<file path="src/id_pkg.sv">
// RV32I base integer subset only; no compressed, CSR, SYS or M extension encodings
package id_pkg;

  //////////////////////////////////////////////////////////////////////
  // Widths and encodings
  //////////////////////////////////////////////////////////////////////

  localparam int unsigned XLEN = 32;

  typedef logic [4:0] rf_addr_t;

  // Major opcodes kept by the decoder
  localparam logic [6:0] OPC_OP     = 7'h33;
  localparam logic [6:0] OPC_OPIMM  = 7'h13;
  localparam logic [6:0] OPC_LUI    = 7'h37;
  localparam logic [6:0] OPC_AUIPC  = 7'h17;
  localparam logic [6:0] OPC_JAL    = 7'h6f;
  localparam logic [6:0] OPC_JALR   = 7'h67;
  localparam logic [6:0] OPC_BRANCH = 7'h63;
  localparam logic [6:0] OPC_LOAD   = 7'h03;
  localparam logic [6:0] OPC_STORE  = 7'h23;

  // funct7 values, ALT selects SUB and SRA
  localparam logic [6:0] FUNCT7_BASE = 7'b000_0000;
  localparam logic [6:0] FUNCT7_ALT  = 7'b010_0000;

  // Link value offset, no compressed instructions
  localparam logic [XLEN-1:0] PC_INCR = 32'd4;

  //////////////////////////////////////////////////////////////////////
  // Instruction word views
  //////////////////////////////////////////////////////////////////////

  typedef struct packed {
    logic [6:0] funct7;
    rf_addr_t   rs2;
    rf_addr_t   rs1;
    logic [2:0] funct3;
    rf_addr_t   rd;
    logic [6:0] opcode;
  } instr_r_t;

  typedef struct packed {
    logic [11:0] imm;
    rf_addr_t    rs1;
    logic [2:0]  funct3;
    rf_addr_t    rd;
    logic [6:0]  opcode;
  } instr_i_t;

  // Store immediate split around rs2/rs1/funct3
  typedef struct packed {
    logic [6:0] imm_hi;
    rf_addr_t   rs2;
    rf_addr_t   rs1;
    logic [2:0] funct3;
    logic [4:0] imm_lo;
    logic [6:0] opcode;
  } instr_s_t;

  typedef struct packed {
    logic [19:0] imm;
    rf_addr_t    rd;
    logic [6:0]  opcode;
  } instr_u_t;

  // Same 32 bits, read in whichever format the opcode calls for
  typedef union packed {
    instr_r_t r;
    instr_i_t i;
    instr_s_t s;
    instr_u_t u;
  } instr_word_u;

  //////////////////////////////////////////////////////////////////////
  // Enums and stage structs
  //////////////////////////////////////////////////////////////////////

  // Arithmetic ops first, branch compares in the upper half
  typedef enum logic [3:0] {
    ALU_ADD, ALU_SUB, ALU_SLL, ALU_SLT, ALU_SLTU, ALU_XOR, ALU_SRL, ALU_SRA,
    ALU_OR, ALU_AND, ALU_EQ, ALU_NE, ALU_LT, ALU_GE, ALU_LTU, ALU_GEU
  } alu_op_e;

  typedef enum logic [1:0] {SEL_REGFILE, SEL_FW_EX, SEL_FW_WB} fw_sel_e;
  typedef enum logic [1:0] {OP_A_REG, OP_A_PC, OP_A_ZERO} op_a_sel_e;
  typedef enum logic {OP_B_REG, OP_B_IMM} op_b_sel_e;
  typedef enum logic [2:0] {IMMB_I, IMMB_S, IMMB_U, IMMB_PCINCR} imm_b_sel_e;
  typedef enum logic {OP_C_REG, OP_C_BCH} op_c_sel_e;

  typedef struct packed {
    logic [XLEN-1:0] i;
    logic [XLEN-1:0] s;
    logic [XLEN-1:0] b;
    logic [XLEN-1:0] u;
    logic [XLEN-1:0] j;
  } imm_set_t;

  typedef struct packed {
    logic            instr_valid;
    logic [XLEN-1:0] pc;
    instr_word_u     instr;
  } if_id_t;

  typedef struct packed {
    logic kill_id;
    logic halt_id;
  } ctrl_t;

  typedef struct packed {
    fw_sel_e fw_a_sel;
    fw_sel_e fw_b_sel;
  } byp_t;

  typedef struct packed {
    logic       alu_en;
    logic       alu_bch;
    logic       alu_jmp;
    logic       alu_jmpr;
    alu_op_e    alu_op;
    op_a_sel_e  op_a_sel;
    op_b_sel_e  op_b_sel;
    op_c_sel_e  op_c_sel;
    imm_b_sel_e imm_b_sel;
    logic       lsu_en;
    logic       lsu_we;
    logic [1:0] lsu_size;
    logic       lsu_sext;
    logic       rf_we;
    rf_addr_t   rf_waddr;
    logic       illegal;
  } dec_ctrl_t;

  typedef struct packed {
    logic            instr_valid;
    logic [XLEN-1:0] pc;
    logic [XLEN-1:0] pc_next;
    logic            alu_en;
    logic            alu_bch;
    logic            alu_jmp;
    alu_op_e         alu_op;
    logic [XLEN-1:0] operand_a;
    logic [XLEN-1:0] operand_b;
    logic [XLEN-1:0] operand_c;
    logic            lsu_en;
    logic            lsu_we;
    logic [1:0]      lsu_size;
    logic            lsu_sext;
    logic            rf_we;
    rf_addr_t        rf_waddr;
    logic            illegal_insn;
  } id_ex_t;

endpackage

</file>
<file path="src/imm_gen.sv">
// Pure combinational; all immediates are built every cycle whatever the opcode
module imm_gen import id_pkg::*; (
  input  instr_word_u instr_i,
  output imm_set_t    imm_o
);

  logic sign;

  // Every RV32I immediate takes its sign from bit 31
  assign sign = instr_i.r.funct7[6];

  // I type, loads, JALR and OP-IMM
  assign imm_o.i = {{20{sign}}, instr_i.i.imm};

  // S type, store offset rebuilt from both halves
  assign imm_o.s = {{20{sign}}, instr_i.s.imm_hi, instr_i.s.imm_lo};

  // B type, bit 11 sits in instr[7], LSB always zero
  assign imm_o.b = {{19{sign}}, sign, instr_i.s.imm_lo[0],
                    instr_i.s.imm_hi[5:0], instr_i.s.imm_lo[4:1], 1'b0};

  // U type, upper 20 bits
  assign imm_o.u = {instr_i.u.imm, 12'b0};

  // J type
  // imm[19:12] from instr[19:12], imm[11] from instr[20], imm[10:1] from instr[30:21]
  assign imm_o.j = {{12{sign}}, instr_i.u.imm[7:0], instr_i.u.imm[8],
                    instr_i.u.imm[18:9], 1'b0};

endmodule

</file>
<file path="src/instr_decoder.sv">
// Decodes RV32I OP, OP-IMM, LUI, AUIPC, JAL, JALR, BRANCH, LOAD, STORE; anything else is illegal
module instr_decoder import id_pkg::*; (
  input  instr_word_u instr_i,
  output dec_ctrl_t   dec_o
);

  // Register-register and register-immediate ALU ops share the funct3 map
  function automatic alu_op_e f3_to_alu_op(input logic [2:0] f3, input logic alt);
    case (f3)
      3'b000:  f3_to_alu_op = alt ? ALU_SUB : ALU_ADD;
      3'b001:  f3_to_alu_op = ALU_SLL;
      3'b010:  f3_to_alu_op = ALU_SLT;
      3'b011:  f3_to_alu_op = ALU_SLTU;
      3'b100:  f3_to_alu_op = ALU_XOR;
      3'b101:  f3_to_alu_op = alt ? ALU_SRA : ALU_SRL;
      3'b110:  f3_to_alu_op = ALU_OR;
      default: f3_to_alu_op = ALU_AND;
    endcase
  endfunction

  logic [6:0] opcode;
  logic [2:0] funct3;
  logic [6:0] funct7;
  logic       f7_alt;

  assign opcode = instr_i.r.opcode;
  assign funct3 = instr_i.r.funct3;
  assign funct7 = instr_i.r.funct7;
  assign f7_alt = (funct7 == FUNCT7_ALT);

  //////////////////////////////////////////////////////////////////////
  // Main decode
  //////////////////////////////////////////////////////////////////////

  always_comb begin
    // Defaults describe a plain register-register ALU op with nothing enabled
    dec_o           = '0;
    dec_o.alu_op    = ALU_ADD;
    dec_o.op_a_sel  = OP_A_REG;
    dec_o.op_b_sel  = OP_B_REG;
    dec_o.op_c_sel  = OP_C_REG;
    dec_o.imm_b_sel = IMMB_I;
    dec_o.rf_waddr  = instr_i.r.rd;

    case (opcode)
      OPC_OP: begin
        dec_o.alu_en = 1'b1;
        dec_o.rf_we  = 1'b1;
        dec_o.alu_op = f3_to_alu_op(funct3, f7_alt);
        // Only ADD/SUB and SRL/SRA have an alternate funct7
        if (funct7 != FUNCT7_BASE && !(f7_alt && (funct3 == 3'b000 || funct3 == 3'b101))) begin
          dec_o.illegal = 1'b1;
        end
      end

      OPC_OPIMM: begin
        dec_o.alu_en   = 1'b1;
        dec_o.rf_we    = 1'b1;
        dec_o.op_b_sel = OP_B_IMM;
        // No SUBI, so the alternate bit only counts for right shifts
        dec_o.alu_op   = f3_to_alu_op(funct3, f7_alt && (funct3 == 3'b101));
        // Shift amount is 5 bits, upper funct7 bits must be clean
        if (funct3 == 3'b001 && funct7 != FUNCT7_BASE) begin
          dec_o.illegal = 1'b1;
        end
        if (funct3 == 3'b101 && funct7 != FUNCT7_BASE && !f7_alt) begin
          dec_o.illegal = 1'b1;
        end
      end

      // LUI adds the U immediate to zero, AUIPC to pc
      OPC_LUI, OPC_AUIPC: begin
        dec_o.alu_en    = 1'b1;
        dec_o.rf_we     = 1'b1;
        dec_o.op_a_sel  = (opcode == OPC_LUI) ? OP_A_ZERO : OP_A_PC;
        dec_o.op_b_sel  = OP_B_IMM;
        dec_o.imm_b_sel = IMMB_U;
      end

      // Link value is pc + 4, the target itself comes from pc_target
      OPC_JAL, OPC_JALR: begin
        dec_o.alu_en    = 1'b1;
        dec_o.alu_jmp   = 1'b1;
        dec_o.alu_jmpr  = (opcode == OPC_JALR);
        dec_o.rf_we     = 1'b1;
        dec_o.op_a_sel  = OP_A_PC;
        dec_o.op_b_sel  = OP_B_IMM;
        dec_o.imm_b_sel = IMMB_PCINCR;
        if (opcode == OPC_JALR && funct3 != 3'b000) begin
          dec_o.illegal = 1'b1;
        end
      end

      OPC_BRANCH: begin
        dec_o.alu_en   = 1'b1;
        dec_o.alu_bch  = 1'b1;
        // Branch target travels on operand C
        dec_o.op_c_sel = OP_C_BCH;
        case (funct3)
          3'b000:  dec_o.alu_op = ALU_EQ;
          3'b001:  dec_o.alu_op = ALU_NE;
          3'b100:  dec_o.alu_op = ALU_LT;
          3'b101:  dec_o.alu_op = ALU_GE;
          3'b110:  dec_o.alu_op = ALU_LTU;
          3'b111:  dec_o.alu_op = ALU_GEU;
          default: dec_o.illegal = 1'b1;
        endcase
      end

      OPC_LOAD: begin
        dec_o.lsu_en   = 1'b1;
        dec_o.rf_we    = 1'b1;
        dec_o.op_b_sel = OP_B_IMM;
        dec_o.lsu_size = funct3[1:0];
        // LBU and LHU have funct3[2] set
        dec_o.lsu_sext = !funct3[2];
        if (funct3[1:0] == 2'b11 || funct3 == 3'b110) begin
          dec_o.illegal = 1'b1;
        end
      end

      // Store data is rs2 on operand C
      OPC_STORE: begin
        dec_o.lsu_en    = 1'b1;
        dec_o.lsu_we    = 1'b1;
        dec_o.op_b_sel  = OP_B_IMM;
        dec_o.imm_b_sel = IMMB_S;
        dec_o.lsu_size  = funct3[1:0];
        if (funct3[2] || funct3[1:0] == 2'b11) begin
          dec_o.illegal = 1'b1;
        end
      end

      default: dec_o.illegal = 1'b1;
    endcase

    // An illegal instruction must not reach any unit
    if (dec_o.illegal) begin
      dec_o.alu_en   = 1'b0;
      dec_o.alu_bch  = 1'b0;
      dec_o.alu_jmp  = 1'b0;
      dec_o.alu_jmpr = 1'b0;
      dec_o.lsu_en   = 1'b0;
      dec_o.lsu_we   = 1'b0;
      dec_o.rf_we    = 1'b0;
    end

    // x0 is hardwired zero
    if (instr_i.r.rd == '0) begin
      dec_o.rf_we = 1'b0;
    end
  end

endmodule

</file>
<file path="src/operand_mux.sv">
// Forwarding selects come from the controller; no hazard detection is done here
module operand_mux import id_pkg::*; (
  input  dec_ctrl_t             dec_i,
  input  imm_set_t              imm_i,
  input  logic [XLEN-1:0]       pc_i,
  input  byp_t                  byp_i,
  input  logic [1:0][XLEN-1:0]  rf_rdata_i,
  input  logic [XLEN-1:0]       rf_wdata_ex_i,
  input  logic [XLEN-1:0]       rf_wdata_wb_i,
  input  logic [XLEN-1:0]       bch_target_i,
  output logic [XLEN-1:0]       rs1_fw_o,
  output logic [XLEN-1:0]       operand_a_o,
  output logic [XLEN-1:0]       operand_b_o,
  output logic [XLEN-1:0]       operand_c_o
);

  // One forwarding mux, used for both source registers
  function automatic logic [XLEN-1:0] fw_pick(input fw_sel_e sel,
                                              input logic [XLEN-1:0] rf,
                                              input logic [XLEN-1:0] ex,
                                              input logic [XLEN-1:0] wb);
    case (sel)
      SEL_FW_EX: fw_pick = ex;
      SEL_FW_WB: fw_pick = wb;
      default:   fw_pick = rf;
    endcase
  endfunction

  logic [XLEN-1:0] rs2_fw;
  logic [XLEN-1:0] imm_b;

  // Controller picks the source, register file when no bypass is selected
  assign rs1_fw_o = fw_pick(byp_i.fw_a_sel, rf_rdata_i[0], rf_wdata_ex_i, rf_wdata_wb_i);
  assign rs2_fw   = fw_pick(byp_i.fw_b_sel, rf_rdata_i[1], rf_wdata_ex_i, rf_wdata_wb_i);

  // Operand A
  always_comb begin
    case (dec_i.op_a_sel)
      OP_A_PC:   operand_a_o = pc_i;
      OP_A_ZERO: operand_a_o = '0;
      default:   operand_a_o = rs1_fw_o;
    endcase
  end

  // Immediate for operand B
  always_comb begin
    case (dec_i.imm_b_sel)
      IMMB_S:      imm_b = imm_i.s;
      IMMB_U:      imm_b = imm_i.u;
      IMMB_PCINCR: imm_b = PC_INCR;
      default:     imm_b = imm_i.i;
    endcase
  end

  assign operand_b_o = (dec_i.op_b_sel == OP_B_IMM) ? imm_b : rs2_fw;

  // Store data, or the branch target for EX to redirect to
  assign operand_c_o = (dec_i.op_c_sel == OP_C_BCH) ? bch_target_i : rs2_fw;

endmodule

</file>
<file path="src/pc_target.sv">
// Targets are computed every cycle; only a jump or branch gives them meaning
module pc_target import id_pkg::*; (
  input  dec_ctrl_t       dec_i,
  input  imm_set_t        imm_i,
  input  logic [XLEN-1:0] pc_i,
  input  logic [XLEN-1:0] rs1_fw_i,
  output logic [XLEN-1:0] bch_target_o,
  output logic [XLEN-1:0] jmp_target_o,
  output logic [XLEN-1:0] pc_next_o
);

  logic [XLEN-1:0] jalr_sum;

  // Branch target resolved here, taken/not taken decided in EX
  assign bch_target_o = pc_i + imm_i.b;

  // JALR base is the forwarded rs1
  assign jalr_sum = rs1_fw_i + imm_i.i;

  // JALR clears bit 0 of the sum
  assign jmp_target_o = dec_i.alu_jmpr ? {jalr_sum[XLEN-1:1], 1'b0}
                                       : pc_i + imm_i.j;

  // Fall-through address
  assign pc_next_o = pc_i + PC_INCR;

endmodule

</file>
<file path="src/id_ex_pipe.sv">
// Single-entry ID/EX register; payload fields hold stale data unless their enable is set
module id_ex_pipe import id_pkg::*; (
  input  logic            clk,
  input  logic            rst_n,
  input  if_id_t          if_id_i,
  input  ctrl_t           ctrl_i,
  input  logic            ex_ready_i,
  input  dec_ctrl_t       dec_i,
  input  logic [XLEN-1:0] operand_a_i,
  input  logic [XLEN-1:0] operand_b_i,
  input  logic [XLEN-1:0] operand_c_i,
  input  logic [XLEN-1:0] pc_next_i,
  output logic            id_valid_o,
  output logic            id_ready_o,
  output id_ex_t          id_ex_o
);

  logic xfer;

  // Control state
  logic valid_q;
  logic alu_en_q;
  logic lsu_en_q;
  logic rf_we_q;
  logic illegal_q;

  // Payload
  logic [XLEN-1:0] pc_q;
  logic [XLEN-1:0] pc_next_q;
  logic [XLEN-1:0] op_a_q;
  logic [XLEN-1:0] op_b_q;
  logic [XLEN-1:0] op_c_q;
  logic            alu_bch_q;
  logic            alu_jmp_q;
  alu_op_e         alu_op_q;
  logic            lsu_we_q;
  logic [1:0]      lsu_size_q;
  logic            lsu_sext_q;
  rf_addr_t        rf_waddr_q;

  //////////////////////////////////////////////////////////////////////
  // Stage handshake
  //////////////////////////////////////////////////////////////////////

  // Kill and halt both turn the instruction into a bubble
  assign id_valid_o = if_id_i.instr_valid && !ctrl_i.kill_id && !ctrl_i.halt_id;
  // A killed instruction is dropped, so IF may move on regardless of EX
  assign id_ready_o = ctrl_i.kill_id || (ex_ready_i && !ctrl_i.halt_id);
  assign xfer       = id_valid_o && ex_ready_i;

  always_ff @(posedge clk or negedge rst_n) begin
    if (!rst_n) begin
      valid_q   <= 1'b0;
      alu_en_q  <= 1'b0;
      lsu_en_q  <= 1'b0;
      rf_we_q   <= 1'b0;
      illegal_q <= 1'b0;
    end else if (xfer) begin
      valid_q   <= 1'b1;
      alu_en_q  <= dec_i.alu_en;
      lsu_en_q  <= dec_i.lsu_en;
      rf_we_q   <= dec_i.rf_we;
      illegal_q <= dec_i.illegal;
    end else if (ex_ready_i) begin
      // EX consumed the old entry and nothing replaced it
      valid_q <= 1'b0;
    end
  end

  // Fields are only written when a unit will read them, saving toggles
  always_ff @(posedge clk) begin
    if (xfer) begin
      pc_q <= if_id_i.pc;
      if (dec_i.alu_en) begin
        alu_bch_q <= dec_i.alu_bch;
        alu_jmp_q <= dec_i.alu_jmp;
        alu_op_q  <= dec_i.alu_op;
      end
      // Operands feed both ALU and LSU
      if (dec_i.alu_en || dec_i.lsu_en) begin
        op_a_q <= operand_a_i;
        op_b_q <= operand_b_i;
        op_c_q <= operand_c_i;
      end
      if (dec_i.lsu_en) begin
        lsu_we_q   <= dec_i.lsu_we;
        lsu_size_q <= dec_i.lsu_size;
        lsu_sext_q <= dec_i.lsu_sext;
      end
      if (dec_i.rf_we) begin
        rf_waddr_q <= dec_i.rf_waddr;
      end
      // EX needs the fall-through address only for not-taken branches
      if (dec_i.alu_en && dec_i.alu_bch) begin
        pc_next_q <= pc_next_i;
      end
    end
  end

  always_comb begin
    id_ex_o.instr_valid  = valid_q;
    id_ex_o.pc           = pc_q;
    id_ex_o.pc_next      = pc_next_q;
    id_ex_o.alu_en       = alu_en_q;
    id_ex_o.alu_bch      = alu_bch_q;
    id_ex_o.alu_jmp      = alu_jmp_q;
    id_ex_o.alu_op       = alu_op_q;
    id_ex_o.operand_a    = op_a_q;
    id_ex_o.operand_b    = op_b_q;
    id_ex_o.operand_c    = op_c_q;
    id_ex_o.lsu_en       = lsu_en_q;
    id_ex_o.lsu_we       = lsu_we_q;
    id_ex_o.lsu_size     = lsu_size_q;
    id_ex_o.lsu_sext     = lsu_sext_q;
    id_ex_o.rf_we        = rf_we_q;
    id_ex_o.rf_waddr     = rf_waddr_q;
    id_ex_o.illegal_insn = illegal_q;
  end

endmodule

</file>
<file path="src/decode_stage.sv">
// Register file sits outside and must return rf_rdata_i combinationally for rf_raddr_o
module decode_stage import id_pkg::*; (
  input  logic                 clk,
  input  logic                 rst_n,
  input  if_id_t               if_id_i,
  input  ctrl_t                ctrl_i,
  input  byp_t                 byp_i,
  input  logic [1:0][XLEN-1:0] rf_rdata_i,
  input  logic [XLEN-1:0]      rf_wdata_ex_i,
  input  logic [XLEN-1:0]      rf_wdata_wb_i,
  input  logic                 ex_ready_i,
  output rf_addr_t [1:0]       rf_raddr_o,
  output logic [XLEN-1:0]      jmp_target_o,
  output logic                 id_valid_o,
  output logic                 id_ready_o,
  output id_ex_t               id_ex_o
);

  dec_ctrl_t       dec;
  imm_set_t        imm;
  logic [XLEN-1:0] rs1_fw;
  logic [XLEN-1:0] bch_target;
  logic [XLEN-1:0] pc_next;
  logic [XLEN-1:0] operand_a;
  logic [XLEN-1:0] operand_b;
  logic [XLEN-1:0] operand_c;

  // Read both sources speculatively, even for formats without rs2
  assign rf_raddr_o[0] = if_id_i.instr.r.rs1;
  assign rf_raddr_o[1] = if_id_i.instr.r.rs2;

  //////////////////////////////////////////////////////////////////////
  // Decode and immediates
  //////////////////////////////////////////////////////////////////////

  instr_decoder u_decoder (
    .instr_i (if_id_i.instr),
    .dec_o   (dec)
  );

  imm_gen u_imm_gen (
    .instr_i (if_id_i.instr),
    .imm_o   (imm)
  );

  //////////////////////////////////////////////////////////////////////
  // Operands and targets
  //////////////////////////////////////////////////////////////////////

  operand_mux u_operand_mux (
    .dec_i         (dec),
    .imm_i         (imm),
    .pc_i          (if_id_i.pc),
    .byp_i         (byp_i),
    .rf_rdata_i    (rf_rdata_i),
    .rf_wdata_ex_i (rf_wdata_ex_i),
    .rf_wdata_wb_i (rf_wdata_wb_i),
    .bch_target_i  (bch_target),
    .rs1_fw_o      (rs1_fw),
    .operand_a_o   (operand_a),
    .operand_b_o   (operand_b),
    .operand_c_o   (operand_c)
  );

  // Jump target goes straight to IF, same cycle
  pc_target u_pc_target (
    .dec_i        (dec),
    .imm_i        (imm),
    .pc_i         (if_id_i.pc),
    .rs1_fw_i     (rs1_fw),
    .bch_target_o (bch_target),
    .jmp_target_o (jmp_target_o),
    .pc_next_o    (pc_next)
  );

  // ID/EX register and handshake
  id_ex_pipe u_id_ex_pipe (
    .clk         (clk),
    .rst_n       (rst_n),
    .if_id_i     (if_id_i),
    .ctrl_i      (ctrl_i),
    .ex_ready_i  (ex_ready_i),
    .dec_i       (dec),
    .operand_a_i (operand_a),
    .operand_b_i (operand_b),
    .operand_c_i (operand_c),
    .pc_next_i   (pc_next),
    .id_valid_o  (id_valid_o),
    .id_ready_o  (id_ready_o),
    .id_ex_o     (id_ex_o)
  );

endmodule

</file>
<file path="config.mk">
export PLATFORM = sky130hd
export DESIGN_NAME = decode_stage
export DESIGN_NICKNAME = d
export VERILOG_FILES = /design/src/id_pkg.sv /design/src/imm_gen.sv /design/src/instr_decoder.sv /design/src/operand_mux.sv /design/src/pc_target.sv /design/src/id_ex_pipe.sv /design/src/decode_stage.sv
export SDC_FILE = /design/constraint.sdc
export NUM_CORES = 1
export LEC_CHECK = 0
export BUFFER_PORTS_ARGS = -buffer_cell sky130_fd_sc_hd__buf_2
export CAP_MARGIN = 40
export CORE_ASPECT_RATIO = 0.9
export CORE_MARGIN = 8
export CORE_UTILIZATION = 41
export DETAILED_ROUTE_END_ITERATION = 16
export PLACE_DENSITY = 0.67
export SLEW_MARGIN = 20
export SYNTH_ARGS = -nofsm -noshare
export SYNTH_HDL_FRONTEND = slang
export SYNTH_SLANG_ARGS = --single-unit
export TNS_END_PERCENT = 100
</file>
<file path="constraint.sdc">
create_clock -name clk -period 4.5 [get_ports clk]
set_input_delay 0.45 -clock clk [delete_from_list [all_inputs] [get_ports clk]]
set_output_delay 0.45 -clock clk [all_outputs]
set_load 0.005 [all_outputs]
</file>
Yosys cells after proc, flatten, opt, wreduce, memory -nomap -nowiden
Cells that the tools add are included.
{ "totals": {"regBits": 180, "input_bits": 202, "out_inout_bits": 224, "elab_cells": 126} }
{ "op_classes": {"addsub": 4, "n_eq_ne": 27, "mux": 39, "reduce_logical": 39} }
{ "ops": {"columns": ["op", "count"], "rows": [
  ["$pmux W32 S2", 3],
  ["$add A32 B32 Y32", 3],
  ["$mux W32", 3],
  ["$pmux W32 S3", 1],
  ["$pmux W4 S7", 2],
  ["$add A32 B3 Y32 const B", 1],
  ["$eq A7 B6 Y1 const B", 4],
  ["$pmux W4 S6", 1],
  ["$eq A7 B7 Y1 const B", 3],
  ["$mux W1", 21],
  ["$reduce_or A7 Y1", 3],
  ["$eq A7 B5 Y1 const B", 2],
  ["$eq A2 B2 Y1 const B", 6],
  ["$eq A3 B3 Y1 const B", 4],
  ["$logic_and A1 B1 Y1", 12],
  ["$pmux W4 S3", 1],
  ["$reduce_and A2 Y1", 5],
  ["$eq A2 B1 Y1 const B", 4],
  ["$eq A7 B2 Y1 const B", 1],
  ["$pmux W1 S7", 1],
  ["$reduce_bool A7 Y1", 1],
  ["$eq A3 B2 Y1 const B", 2],
  ["$mux W2", 3],
  ["$pmux W2 S3", 1],
  ["11 further kinds", 21]
]} }

Longest topological paths before layout
{ "logic_depth": {"depth_word": 10, "mapped_depth": 19, "depth_no_buf": 18} }

Cells and area by module
A second synthesis with hierarchy kept.
{ "hier_totals": {"cells_unflattened": 1825, "area_unflattened_um2": 16241.8} }
{ "modules_own_cells": {"columns": ["mod", "instances", "cells_per_inst", "area_each_um2"], "rows": [
  ["id_ex_pipe", 1, 204, 5592.9],
  ["pc_target", 1, 795, 5522.8],
  ["operand_mux", 1, 560, 3278.1],
  ["imm_gen", 1, 161, 1204.9],
  ["instr_decoder", 1, 95, 568.0],
  ["decode_stage", 1, 10, 75.1]
]} }

Worst setup path after synthesis
OpenSTA, ideal clock, no wires.
{ "synth_timing": {"path_kind": "input-to-reg", "startpoint": "input ctrl_i[1] in the netlist's numbering", "endpoint": "register u_id_ex_pipe.op_a_q[0] (enable)", "setup_time_ps": 450, "t_arrival_ps": 3774, "t_required_ps": 4050, "slack_ps": 277, "stages": 5, "n_path_buf": 0, "path_cell_list": "nor3b_1 -> nand2_1 -> inv_1 -> nand2b_1 -> inv_1"} }
{ "synth_via": {"elab_chain_cells": 5} }
{ "synth_rtl": {"columns": ["item", "line", "rtl"], "rows": [
  ["from (decl)", "decode_stage.sv:6", "input ctrl_t ctrl_i,"],
  ["$logic_not A1 Y1", "id_ex_pipe.sv:46", "assign id_valid_o = if_id_i.instr_valid && !ctrl_i.kill_id && !ctrl_i.halt_id;"],
  ["$logic_and A1 B1 Y1 (2 in series)", "id_ex_pipe.sv:46", null],
  ["$logic_and A1 B1 Y1", "id_ex_pipe.sv:49", "assign xfer = id_valid_o && ex_ready_i;"],
  ["via u_id_ex_pipe.xfer", "id_ex_pipe.sv:18", "logic xfer;"],
  ["$reduce_and A2 Y1 (no line)", null, null],
  ["to (signal assigned)", "id_ex_pipe.sv:81", "op_a_q <= operand_a_i;"],
  ["to (decl)", "id_ex_pipe.sv:30", "logic [XLEN-1:0] op_a_q;"]
]} }
The timed path passes the listed nets, and every way through them passes these cells.
A chain may end at the register's enable or synchronous reset.

Worst setup path after layout
{ "layout_timing": {"startpoint": "input byp_i[3] in the netlist's numbering", "endpoint": "output jmp_target_o[15]"} }
{ "layout_via": {"elab_chain_cells": 4} }
{ "layout_rtl": {"columns": ["item", "line", "rtl"], "rows": [
  ["from (decl)", "decode_stage.sv:7", "input byp_t byp_i,"],
  ["$eq A2 B2 Y1 / $eq A2 B1 Y1 (equally long branches)", "operand_mux.sv:22", "case (sel)"],
  ["$pmux W32 S2 (*)", "operand_mux.sv:22", null],
  ["$add A32 B32 Y32 (*)", "pc_target.sv:18", "assign jalr_sum = rs1_fw_i + imm_i.i;"],
  ["$mux W32 (*)", "pc_target.sv:21", "assign jmp_target_o = dec_i.alu_jmpr ? {jalr_sum[XLEN-1:1], 1'b0}"],
  ["to (decl)", "decode_stage.sv:13", "output logic [XLEN-1:0] jmp_target_o,"]
]} }
Every way passes the cells marked *; elsewhere a longest branch is shown, timed or not.

==> qor.csv <==
stage,metric,value,unit
placement,dp_cells,2205,
detailed_routing,route.vias.total,13140,
yosys,synth_flop_cell,edfxtp_1,
setup_path,critPathArrivalTime,3.89,ns
min_path,hp-class,in2reg,
sta,hold_violations,0,
run,drv_cap,0,
sta,finalCriticalPeriod,4.344,ns
global_route,grt_first_pass_wirelength,80.34,mm
global_route,globalRouteOverflowTotal,0,
placement,hpwl,44.96,mm
global_route,met2_usage,0.4351,
cts,clock-sinks,180,
pwr,power.density,302.7,nW/um^2
floorplan,die_height,185.0,um
cts,clock_latency,0.45,ns
detailed_routing,wl_per_cell,24.73,um
floorplan,rows,62,
setup_path,cp_max_fo,9,
setup_path,reg2reg_setup_slack,3.83,ns
global_route,grt_use_total,0.2846,
global_route,grt_max_degree,48,
pwr,total_power,5.067,mW
detailed_routing,drt-pass1-iter-count,5,
setup_path,max_stage_delay,0.53,ns
placement,port-buffer-count,425,
cts,cts_tree,yes,
placement,place_area,15890,um^2
yosys,synth.most_common_cell,edfxtp_1,
cts,htreeDepth,4,
setup_path,r2r_start,u_id_ex_pipe.illegal_q,
yosys,synth_top_area_share,0.4040,
floorplan,ios,426,
yosys,synth_warnings,0,
yosys,yosysSeqAreaShare,0.4136,
global_route,grtUsageMet3,0.05910,
sta,final-max-slew-violation-count,0,
min_path,hold_start,ex_ready_i,
detailed_routing,vias_per_cell,5.832,
yosys,synth-seq-cells,180,
global_route,busiest_layer,met2,
setup_path,criticalPathCategory,in2out,
global_route,grt_pass1_vias,12680,
floorplan,core_region_area,31570,um^2
yosys,synth_xor_area_frac,0.07339,
floorplan,dieArea,37690,um^2
detailed_routing,detail-route-antenna-nets,0,
sta,final.setup.tns,0,ns
yosys,synthAdderAreaFrac,0.08618,
yosys,synth_top_family_by_area,compound AO/OA/AOI/OAI gates,
setup_path,start_kind,input port,
cells_and_area,final_area,16740,um^2
floorplan,die_x,203.8,um
yosys,synth_mux_area_frac,0.005386,
yosys,yosys.area_share.simple,0.1306,
yosys,synthArstFlopShare,0.02778,
pwr,leakagePower,7.137,nW
global_route,grtUsageMet1,0.3988,
cells_and_area,syn_to_final_growth,28.68,%
cells_and_area,fin_cells,2253,
placement,pre_cts_ws,-0.1931,ns
yosys,synth_compound_area_frac,0.2461,
yosys,syn_avg_cell_area,9.440,um^2
sta,finalSetupViolCount,0,
sta,min_period_over_period,0.9653,
setup_path,cp-startpoint,byp_i[3],
yosys,synth_cell_types,67,
yosys,synth_cells,1378,
cts,numCtsBuffers,17,
sta,finalClockSkew,0,ns
setup_path,crit_chain,buf_4 > inv_2 > ha_4 > buf_8 > a22oi_1 > o21ai_1 > ha_1 > nand3_1 > or4_1 > a31oi_2 > nor2_1 > o21ai_1 > a31o_2 > a21oi_1 > o21ai_0 > a21oi_1 > xor2_1 > o21ai_0 > buf_4 > buf_2,
setup_path,critPathSlowestCell,or4_1,
placement,place_congestion,0.9819,
run_status,status,completed,
cts,root_buffer,clkbuf_16,
cts,path_clk_slew,0.08,ns
setup_path,critPathTopFamily,compound AO/OA/AOI/OAI gates,
cts,clk_path_buf_depth,2,
sta,fmax,230.2,MHz
yosys,ys_top_cells_by_count,"edfxtp_1, o21ai_0, nand2_1",
detailed_routing,wl,55.72,mm
cells_and_area,drive_above_1_share,0.3215,
sta,relSlewSlack,0.3469,
yosys,synth.area.top_cells,"edfxtp_1, ha_1, o21ai_0, nand2_1, xnor2_1",
yosys,synth_nets,1667,
sta,rsz0062_at_grt,true,
sta,fin_ws,0.1561,ns
detailed_routing,drc_errors,0,
setup_path,critPathBufInv,5,
setup_path,cp_data_required_time,4.05,ns
pwr,ir_drop,254.8,uV
yosys,syn_area,13010,um^2
sta,worstMarginPinSlew,0.9694,ns
setup_path,cp-end-kind,output port,
floorplan,start_util,0.4120,
cells_and_area,fin_nets,2108,
detailed_routing,drt_iter0_markers,1515,
global_route,antenna_found_initial,4,
yosys,yosys.area.top_type,edfxtp_1,
yosys,synth_edf_count,175,
cells_and_area,fill_cells,2901,
[layout by cell type, fill, tap and decap left out, drive strengths merged, types with 4 or more instances in the layout]
cell | netlist | final
nand3 | 34 | 34
a221oi | 9 | 9
a22oi | 64 | 64
nor3 | 15 | 15
a21o | 46 | 46
clkinv | 0 | 10
and3 | 11 | 11
o31ai | 5 | 5
edfxtp | 175 | 175
nand3b | 5 | 5
o21bai | 11 | 11
a22o | 30 | 30
mux2i | 7 | 7
o21a | 4 | 4
nand4 | 19 | 19
nand2b | 10 | 10
dfrtp | 5 | 5
or3 | 9 | 9
nor2 | 88 | 88
o21ai | 162 | 162
diode | 0 | 5
and4 | 4 | 4
xnor2 | 60 | 60
or2 | 4 | 4
nor2b | 11 | 11
ha | 84 | 84
nand2 | 152 | 152
a221o | 18 | 18
buf | 29 | 513
inv | 40 | 44
a31oi | 8 | 8
a21boi | 5 | 5
clkbuf | 63 | 17
a21oi | 96 | 96
xor2 | 49 | 49
and2 | 5 | 5
[flip-flops by register name (all words and copies together) (netlist names)]
signal                   flops
u_id_ex_pipe.op_a_q         32
u_id_ex_pipe.alu_op_q        4
u_id_ex_pipe.op_c_q         32
u_id_ex_pipe.pc_next_q      32
u_id_ex_pipe.alu_bch_q       1
u_id_ex_pipe.alu_jmp_q       1
u_id_ex_pipe.op_b_q         32
u_id_ex_pipe.rf_we_q         1
u_id_ex_pipe.valid_q         1
u_id_ex_pipe.rf_waddr_q      5
u_id_ex_pipe.pc_q           32
u_id_ex_pipe.alu_en_q        1
u_id_ex_pipe.lsu_sext_q      1
u_id_ex_pipe.lsu_size_q      2
u_id_ex_pipe.lsu_we_q        1
u_id_ex_pipe.illegal_q       1
u_id_ex_pipe.lsu_en_q        1
[report_power, final]
| part | switching, mW | total (mW) | internal (mW) |
|---|---|---|---|
| registers | 0.00431 | 1.87 | 1.87 |
| clock network | 0.812 | 1.58 | 0.763 |
| logic | 0.949 | 1.62 | 0.668 |
| total | 1.77 | 5.07 | 3.30 |
[layer usage]
metal | part of all wire | vias to the layer above
li1 | - | 6042
met1 | 0.44 | 6235
met2 | 0.44 | 780
met3 | 0.10 | 81
met4 | 0.026 | 2
met5 | 0.00018 | -
[layout make-up]
cell class / instances / area [um^2] / area share
Antenna cell: 5 / 12.51 / 0.0007474
Multi-Input combinational cell: 1066 / 7177 / 0.4287
Tap cell: 416 / 520.5 / 0.03109
Sequential cell: 180 / 5380 / 0.3214
Inverter: 40 / 151.4 / 0.009044
Clock buffer: 17 / 425.4 / 0.02541
Clock inverter: 15 / 197.7 / 0.01181
Timing Repair Buffer: 514 / 2875 / 0.1718
[timing repair]
item / CTS / global route
setup buffers: 0 / 9
endpoints found under the setup margin: 4 / 11
pin swaps: 2 / 12
hold endpoints to repair: 5 / 0
gates resized for setup: 5 / 47
hold buffers: 1 / 0
[logic make-up (layout without fill, tap and decap cells)]
kind of cell / Yosys count / after routing
compound gates: 488 / 488
mux: 7 / 7
simple gates: 374 / 374
xor+xnor: 109 / 109
buf+inv: 132 / 586
other cells: 0 / 5
flops: 180 / 180
fa+ha+maj: 88 / 88
[metrics by stage]
step | util | hold slack [ns]
final | 0.5302 | 0.2286
after global routing | 0.5300 | 0.2392
after CTS | 0.5239 | 0.2072
after detailed placement | 0.5033 | 0.2717
after global placement | 0.5026 | 0.2688
after floorplan | - | 0.1544
[path summary, 6_finish.rpt]
| kind | end | cells after the start |
|---|---|---|
| setup reg to reg | u_id_ex_pipe.illegal_q | 1 |
| min in group asynchronous | u_id_ex_pipe.lsu_en_q | 2 |
| hold reg to reg | u_id_ex_pipe.lsu_en_q | 1 |
| setup / recovery | jmp_target_o[15] | 20 |
| hold / removal | u_id_ex_pipe.valid_q | 2 |
| max in group asynchronous | u_id_ex_pipe.rf_we_q | 2 |
No activity file was read; power rests on OpenSTA's default activity.
